File: config.mk
export PLATFORM = sky130hd
export DESIGN_NAME = outPortAllocator
export DESIGN_NICKNAME = d
export VERILOG_FILES = /design/src/hw/routerArbPkg.sv /design/src/hw/flitSwitch.sv /design/src/hw/grantFsm.sv /design/src/hw/outPortAllocator.sv /design/src/hw/portTimerBank.sv
export VERILOG_INCLUDE_DIRS = /design/src /design/src/hw
export SDC_FILE = /design/constraint.sdc
export NUM_CORES = 1
export LEC_CHECK = 0
export ABC_AREA = 1
export BUFFER_PORTS_ARGS = -buffer_cell sky130_fd_sc_hd__buf_2
export CAP_MARGIN = 20
export CORE_MARGIN = 1.5
export CORE_UTILIZATION = 49
export DETAILED_ROUTE_END_ITERATION = 16
export GPL_TIMING_DRIVEN = 0
export PLACE_DENSITY = 0.8
export SLEW_MARGIN = 20
export SYNTH_ARGS = -nofsm -noshare
export SYNTH_HDL_FRONTEND = slang
export SYNTH_HIERARCHICAL = 1
export SYNTH_SLANG_ARGS = --single-unit
File: constraint.sdc
create_clock -name clk -period 3.54 [get_ports clk]
set_clock_uncertainty 0.05 [all_clocks]
set_input_delay 0.354 -clock clk [delete_from_list [all_inputs] [get_ports clk]]
set_output_delay 0.354 -clock clk [all_outputs]
set_load 0.01 [all_outputs]
File: src/hw/routerArb_macros.svh
`ifndef ROUTER_ARB_MACROS_SVH
`define ROUTER_ARB_MACROS_SVH

// the allocator serves the Local, North, East, West and South input ports.
`define NUM_PORTS 5

`define FLIT_ID_W 3
`define LEN_W 12 // the packet length also sets the width of the hold counters.
`define PAYLOAD_W 32

// a flit with this identifier starts a packet and carries its length.
`define HEAD_FLIT_ID 1

`endif

File: src/hw/routerArbPkg.sv
`default_nettype none
`include "routerArb_macros.svh"

package routerArbPkg;

  // port index 0 is Local, then North, East, West and South in that order.

  typedef logic [`FLIT_ID_W-1:0] flitId_t;
  typedef logic [`LEN_W-1:0]     pktLen_t;
  typedef logic [`PAYLOAD_W-1:0] payload_t;

  typedef logic [`NUM_PORTS-1:0] portMask_t; // one bit per input port.

  typedef struct packed {
    logic     req;
    flitId_t  flitId;
    pktLen_t  length;  // the hold limit is taken from head flits only.
    payload_t payload;
  } portIn_t;

  typedef struct packed {
    flitId_t  flitId;
    payload_t payload;
  } flitOut_t;

  // bit 0 marks idle, bit p+1 marks a grant to port p.
  typedef enum logic [`NUM_PORTS:0] {
    IDLE    = 6'b000001,
    GRANT_L = 6'b000010,
    GRANT_N = 6'b000100,
    GRANT_E = 6'b001000,
    GRANT_W = 6'b010000,
    GRANT_S = 6'b100000
  } grantState_t;

endpackage

`default_nettype wire

File: src/hw/flitSwitch.sv
`timescale 1ns/1ps
`default_nettype none
`include "routerArb_macros.svh"

module flitSwitch (
  input  wire logic                                   clk,
  input  wire logic                                   rst,
  input  wire routerArbPkg::grantState_t              state,
  input  wire routerArbPkg::portIn_t [`NUM_PORTS-1:0] ports,
  output routerArbPkg::portMask_t                     grant,
  output logic                                        outValid,
  output routerArbPkg::flitOut_t                      outFlit
);

  routerArbPkg::portMask_t selMask;
  int                      selIdx;

  assign selMask = state[`NUM_PORTS:1]; // all zero while idle.

  always_comb
  begin
    selIdx = 0;
    for (int p = 0; p < `NUM_PORTS; p++)
    begin
      if (selMask[p])
        selIdx = p;
    end
  end

  always_ff @(posedge clk)
  begin
    if (rst)
    begin
      grant    <= '0;
      outValid <= 1'b0;
    end
    else
    begin
      grant    <= selMask;
      outValid <= (|selMask) && ports[selIdx].req;
    end
  end

  // the last forwarded flit stays on the output while no port is granted.
  always_ff @(posedge clk)
  begin
    if (|selMask)
    begin
      outFlit <= '{flitId: ports[selIdx].flitId, payload: ports[selIdx].payload};
    end
  end

endmodule

`default_nettype wire

File: src/hw/grantFsm.sv
`timescale 1ns/1ps
`default_nettype none
`include "routerArb_macros.svh"

module grantFsm (
  input  wire logic                    clk,
  input  wire logic                    rst,
  input  wire routerArbPkg::portMask_t req,
  input  wire routerArbPkg::portMask_t timesUp,
  output routerArbPkg::grantState_t    state,
  output routerArbPkg::portMask_t      runTimer
);

  routerArbPkg::grantState_t nextState;
  routerArbPkg::portMask_t   holdMask;
  routerArbPkg::portMask_t   pickMask;
  int                        holder;
  int                        scanStart;

  assign holdMask = state[`NUM_PORTS:1];

  // decode the holding port and the place where the next search begins.
  always_comb
  begin
    holder    = 0;
    scanStart = 0; // from idle, Local is looked at first.
    for (int p = 0; p < `NUM_PORTS; p++)
    begin
      if (holdMask[p])
      begin
        holder    = p;
        scanStart = p + 1;
      end
    end
  end

  // pick the first requesting port in cyclic order with the holder itself last.
  always_comb
  begin
    int idx;
    pickMask = '0;
    for (int k = 0; k < `NUM_PORTS; k++)
    begin
      idx = scanStart + k;
      if (idx >= `NUM_PORTS)
        idx = idx - `NUM_PORTS;
      if ((pickMask == '0) && req[idx])
        pickMask[idx] = 1'b1;
    end
  end

  always_comb
  begin
    nextState = routerArbPkg::IDLE;
    runTimer  = '0;
    case (state)
      routerArbPkg::IDLE:
      begin
        nextState = routerArbPkg::grantState_t'({pickMask, ~|pickMask});
      end
      routerArbPkg::GRANT_L,
      routerArbPkg::GRANT_N,
      routerArbPkg::GRANT_E,
      routerArbPkg::GRANT_W,
      routerArbPkg::GRANT_S:
      begin
        if (req[holder] && !timesUp[holder])
        begin
          runTimer[holder] = 1'b1; // hold and keep counting.
          nextState        = state;
        end
        else
        begin
          // an empty pick leaves only the idle bit set.
          nextState = routerArbPkg::grantState_t'({pickMask, ~|pickMask});
        end
      end
      default:
      begin
        nextState = routerArbPkg::IDLE;
      end
    endcase
  end

  always_ff @(posedge clk)
  begin
    if (rst)
      state <= routerArbPkg::IDLE;
    else
      state <= nextState;
  end

endmodule

`default_nettype wire

File: src/hw/outPortAllocator.sv
`timescale 1ns/1ps
`default_nettype none
`include "routerArb_macros.svh"

module outPortAllocator (
  input  wire logic                                   clk,
  input  wire logic                                   rst,
  input  wire routerArbPkg::portIn_t [`NUM_PORTS-1:0] ports,
  output routerArbPkg::portMask_t                     grant,
  output logic                                        outValid,
  output routerArbPkg::flitOut_t                      outFlit
);

  routerArbPkg::portMask_t   req;
  routerArbPkg::portMask_t   runTimer;
  routerArbPkg::portMask_t   timesUp;
  routerArbPkg::grantState_t state;

  always_comb
  begin
    for (int p = 0; p < `NUM_PORTS; p++)
    begin
      req[p] = ports[p].req;
    end
  end

  // the timers and the grant machine feed each other every cycle.
  portTimerBank uTimers (
    .clk      (clk),
    .rst      (rst),
    .ports    (ports),
    .runTimer (runTimer),
    .timesUp  (timesUp)
  );

  grantFsm uGrantFsm (
    .clk      (clk),
    .rst      (rst),
    .req      (req),
    .timesUp  (timesUp),
    .state    (state),
    .runTimer (runTimer)
  );

  flitSwitch uSwitch (
    .clk      (clk),
    .rst      (rst),
    .state    (state),
    .ports    (ports),
    .grant    (grant),
    .outValid (outValid),
    .outFlit  (outFlit)
  );

endmodule

`default_nettype wire

File: src/hw/portTimerBank.sv
`timescale 1ns/1ps
`default_nettype none
`include "routerArb_macros.svh"

module portTimerBank (
  input  wire logic                                      clk,
  input  wire logic                                      rst,
  input  wire routerArbPkg::portIn_t [`NUM_PORTS-1:0]    ports,
  input  wire routerArbPkg::portMask_t                   runTimer,
  output routerArbPkg::portMask_t                        timesUp
);

  for (genvar p = 0; p < `NUM_PORTS; p++)
  begin : genTimer
    routerArbPkg::pktLen_t limit;
    routerArbPkg::pktLen_t count;
    logic                  headFlit;

    assign headFlit = (ports[p].flitId == routerArbPkg::flitId_t'(`HEAD_FLIT_ID));

    always_ff @(posedge clk)
    begin
      if (rst)
      begin
        limit <= '0;
        count <= '0;
      end
      else
      begin
        if (headFlit)
          limit <= ports[p].length; // a new packet sets the hold limit.

        // the count restarts from zero every time a hold begins.
        if (runTimer[p])
          count <= count + 1'b1;
        else
          count <= '0;
      end
    end

    // with limit L the match ends a hold of L+1 cycles.
    assign timesUp[p] = (count == limit);
  end

endmodule

`default_nettype wire

Word-level counts from Yosys, hierarchy flattened:

Index checks and enable logic that the tools add are counted.

* input bits: 242
* word-level logic and storage cells: 157
* register bits: 167
* output and inout bits: 41

* muxes and demuxes: 59
* eq/ne operators: 17
* add/subtract/negate cells: 14
* bitwise operators: 9
* magnitude comparators: 17
* reduce and logical (&&, ||, !) cells: 26

Operators with widths (count)
* $mux W32: 9
* $ge A32 B1 Y1 const B: 6
* $ge A32 B4 Y1 const B: 5
* $lt A32 B5 Y1 const B: 5
* $sub A32 B4 Y32 const B: 5
* $bmux W48 S3: 1
* $mux W48: 2
* $add A32 B3 Y32 const B: 2
* $add A12 B1 Y12 const B: 5
* $eq A12 B12 Y1: 5
* $mux W5: 7
* $add A32 B2 Y32 const B: 1
* $add A32 B4 Y32 const B: 1
* $mux W1: 22
* $bmux W1 S3: 7
* $logic_not A5 Y1: 4
* $or A5 B5 Y5: 4
* $demux W1 S3: 6
* $eq A3 B1 Y1 const B: 5
* $reduce_or A5 Y1: 3
* $logic_and A1 B1 Y1: 12
* $pmux W6 S2: 1
* $reduce_or A2 Y1: 5
* $eq A6 B1 Y1 const B: 1
* other kinds (12): 18

Logic depth before layout (Yosys ltp):

* word-level depth: 28
* gate-level depth with buffers: 33
* mapped depth without buffers: 33

By module:

Netlist, hierarchy kept.

By module, submodules not included
* portTimerBank: sequential area each 2402.3 µm², times used 1, cells each 818, area an instance 5655.4 µm²
* flitSwitch: sequential area each 1171.1 µm², times used 1, cells each 556, area an instance 3440.8 µm²
* grantFsm: sequential area each 120.1 µm², times used 1, cells each 311, area an instance 1849.3 µm²

Worst setup path after synthesis:

OpenSTA, ideal clock, no wires.

* path kind: register to register
* start point: register uGrantFsm.state[5]
* end point: register uGrantFsm.state[0]
* path buffers: 0
* arrival time: 3.422 ns
* cell stages (with the launch flop): 29
* clock period less this slack: 3.585 ns
* library setup time: 0.113 ns
* setup slack: -0.045 ns
* data required time: 3.377 ns
* cell sequence: dfxtp_1 inv_4 nand2_8 nor2_2 inv_1 ha_1 nand2_1 nand2_2 inv_1 o21ai_1 nor2_1 nand2_1 o22ai_1 nor3_1 nand3_2 nor2_4 nand3_1 nand2_2 nor2_4 nand4_1 nand2_2 nor2_4 nand3_2 o21bai_2 nor2_1 nand3_1 nand2_1 nand2_1 nand2_1

* longest elaborated chain between the ends: 24
* elaborated cells on any way between the ends: 98
* classes of those cells: add/sub (9); order compare (15); eq/ne (7); mux (45); bitwise (4); reduce/logical (18)

Ends and longest elaborated chain
* start: declaration: RTL line grantFsm.sv:10 `output routerArbPkg::grantState_t state,`
* start signal: assignment: RTL line grantFsm.sv:88 `state <= routerArbPkg::IDLE;`
* start signal: assignment: RTL line grantFsm.sv:90 `state <= nextState;`
* branches (longest 24 deep; another with $add A32 B2 Y32)

Parallel ways; which one is timed is not known. The select of a mux whose other input is x is not followed.
A chain may end at the register's enable or synchronous reset.

Worst setup path in the final report:

Ends and elaborated chain as after synthesis.

==> reports/metrics.yaml <==
floorplanning:
  start_util_pct: 50.0
  core_mm2: 0.0219
  die_h_um: 152
  die_area_mm2: 0.0232
  design.portCount: 283
  dieWidth_um: 152
  rows: 54
clocking:
  clkTransAtPathRegs_ps: 80
  cts_buffers: 17
  cts_buffer_depth: 2
  insertion_delay_ps: 440
  clock_sinks: 167
  h-tree-depth: 4
  hold_buffers: 0
  cts_tree: "built"
  cts_root_buf: "clkbuf_16"
synthesis:
  synthesis.nets: 1948
  syn_area_mm2: 0.0109
  synth-edff-count: 35
  synth.avg_cell_area_um2: 6.50
  synthArstFlopShare_pct: 0
  synthMuxAreaShare_pct: 0
  synthAdderAreaFrac_pct: 2.40
  yosys_warnings: 6
  yosys_most_used_dff: "dfxtp_1"
  ys_ff_latch: 167
  syn_inst: 1685
  yosysUniqueCellTypes: 48
  yosysSeqAreaShare_pct: 33.7
  synth-simple-area-share_pct: 37.1
  synth_compound_area_share_pct: 10.4
  synth_top_family_by_area: "simple AND/OR/NAND/NOR gates"
  synth-xor-area-share_pct: 3.19
cells_and_area:
  mostFrequentLayoutCells: "nand2_1 (489), buf_2 (308), inv_1 (283)"
  nets: 2282
  drive_above_1_share_pct: 25.3
  final_common_cell: "nand2_1"
  syn2layout_area_growth_pct: 27.7
  nFillCells: 1981
routing:
  drt-vias-per-instance: 5.15
  drc: 0
  drt-total-wl_um: 34500
  wl_per_cell_um: 14.9
  routed-via-count: 11900
  firstDrtPassIters: 6
  dr.first_iter.drc_count: 890
  ant_nets: 0
pwr:
  totalPowerFinal_mw: 12.1
  leakage_nw: 6.84
  power_density_mw_per_mm2: 863
  peakVddDrop_mv: 0.590
setup_path:
  worst-setup-path-type: "flip-flop to flip-flop"
  cp.arrival_ps: 3980
  cp-startpoint: "uGrantFsm/state[5]$_SDFFE_PP0P_"
  r2r_start: "uGrantFsm/state[5]$_SDFFE_PP0P_"
  worst_path_max_delay_cell: "dfxtp_4"
  worst_setup_path_start_kind: "flip-flop"
  slowest_delay_ps: 380
  critPathMaxFanout: 6
  r2r_slack_ps: -170
  critPathRequiredTime_ps: 3810
  setup.worst_path.end_class: "flip-flop"
run:
  cap_viol_max_count: 0
placement:
  port_buffers: 282
  dpl_worst_slack_ps: -596
  dp_hpwl_um: 26500
  gp_congestion: 0.992
worst_hold_path:
  min_from: "ports[201]"
  min_path_type: "input pin to flip-flop"
run_status:
  violations: "negative setup slack"
  status: "complete, but fails checks"
timing:
  setup-violations-final: 4
  tightest_slew_ps: 603
  finalHoldViolCount: 0
  fin_crit_ps: 3710
  finalMaxSlewViolations: 0
  fin_crit_sh_pct: 105
  rsz0062_at_grt: "yes"
  relSlewSlack_pct: 59.8
  worst_slack_ps: -166
  max_freq_ghz: 0.270
global_routing:
  overflow: 0
  antenna_found_initial: 3
  grt_pass1_vias: 10900
  grt_pass1_wl_um: 53600
  grtUsageTotal_pct: 28.4
  grt_max_degree: 20
==> logic make-up after synthesis <==
family / count (synthesis)
simple gates: 894
buf+inv: 352
compound gates: 211
flops: 167
xor+xnor: 39
fa+ha+maj: 21
other cells: 1
==> metrics by stage <==
| step | std cells | hold slack (ps) | util [%] | instance area [um^2] | setup TNS (ps) |
|---|---|---|---|---|---|
| finish | 2316 | 139 | 63.8 | 14000 | -366 |
| CTS | 2303 | 127 | 62.8 | 13700 | 0 |
| floorplan | 1685 | 373 | - | 11000 | 0 |
| global placement | 2247 | 396 | 58.1 | 12700 | -6160 |
| detailed placement | 2250 | 399 | 58.2 | 12700 | -2650 |
| global route | 2316 | 135 | 63.8 | 14000 | -1510 |
==> critical path, delay by kind of cell (launching register included) <==
kind	cells	cell delay [ps]
AO/OA/AOI/OAI	1	70
adder cells (fa/ha/maj)	1	310
flip-flops	1	380
buffers and inverters	4	390
AND/OR/NAND/NOR	21	2160
XOR/XNOR	1	210
==> cell type report <==
| type | instances | area (um^2) | area share, % |
|---|---|---|---|
| antenna | 4 | 10.0 | 0.0716 |
| buffer | 51 | 299 | 2.14 |
| clock buffer | 17 | 425 | 3.04 |
| clock inverter | 15 | 200 | 1.43 |
| inverter | 301 | 1160 | 8.28 |
| multi-input combinational | 1166 | 6110 | 43.7 |
| sequential | 167 | 3710 | 26.5 |
| tap | 280 | 350 | 2.51 |
| timing repair buffer | 315 | 1720 | 12.3 |
==> registers in the layout, indices dropped and copies added (netlist names) <==
register / flops
uSwitch/outValid: 1
uGrantFsm/state: 6
uTimers/genTimer.count: 60
uTimers/genTimer.limit: 60
uSwitch/grant: 5
uSwitch/outFlit: 35
==> power breakdown <==
group | internal, mW | switching (mW)
sequential | 2.42 | 0.105
clock | 1.03 | 0.928
combinational | 2.79 | 4.78
total | 6.24 | 5.82
==> what timing repair did <==
| action | CTS | global route |
|---|---|---|
| endpoints found under the hold margin | 0 | 0 |
| pin swaps | 26 | 28 |
| endpoints found under the setup margin | 6 | 6 |
| setup buffers | 21 | 9 |
| gates resized for setup | 51 | 35 |
==> metal layers <==
layer  GRT usage [%]  vias to the layer above  routed length, um
li1                -                     5939                  -
met1            33.9                     5435              13800
met2            52.1                      495              17600
met3            3.47                       68               2230
met4            10.5                        0                931
met5               0                        -                  0
==> cells in the mapped netlist, types with 2 or more instances <==
| master | n | share of area, % |
|---|---|---|
| nand2_1 | 503 | 17 |
| inv_1 | 290 | 9.9 |
| dfxtp_1 | 132 | 24 |
| nand3_1 | 130 | 5.9 |
| nor2_1 | 124 | 4.3 |
| a21oi_1 | 98 | 4.5 |
| o21ai_0 | 82 | 3.7 |
| nand3b_1 | 43 | 2.9 |
| edfxtp_1 | 35 | 9.6 |
| xnor2_1 | 35 | 2.8 |
| buf_2 | 26 | 1.2 |
| ha_1 | 21 | 2.4 |
| nand4_1 | 18 | 1.0 |
| nand2_2 | 17 | 0.97 |
| nor2_2 | 15 | 0.86 |
| buf_4 | 14 | 0.96 |
| nor2_4 | 13 | 1.3 |
| nor3_1 | 11 | 0.50 |
| inv_2 | 9 | 0.31 |
| nand3_2 | 9 | 0.82 |
| clkbuf_1 | 8 | 0.27 |
| nand2_4 | 6 | 0.62 |
| a31oi_1 | 4 | 0.23 |
| o21bai_1 | 4 | 0.27 |
| buf_6 | 3 | 0.31 |
| o211ai_1 | 3 | 0.21 |
| o21a_1 | 3 | 0.21 |
| o21ai_1 | 3 | 0.14 |
| xor2_1 | 3 | 0.24 |
| a21boi_0 | 2 | 0.14 |
| inv_4 | 2 | 0.11 |
| nor4_1 | 2 | 0.11 |
| o2111ai_1 | 2 | 0.16 |
==> path summary, 6_finish.rpt <==
check                                               to  cells past startpoint
max reg2reg            uGrantFsm/state[0]$_SDFFE_PP1P_                     28
max                    uGrantFsm/state[0]$_SDFFE_PP1P_                     28
min                       uSwitch/outFlit[9]$_DFFE_PP_                      3
min reg2reg  uTimers/genTimer[4].limit[6]$_SDFFE_PP0N_                      2
No activity file was read; power rests on OpenSTA's default activity.
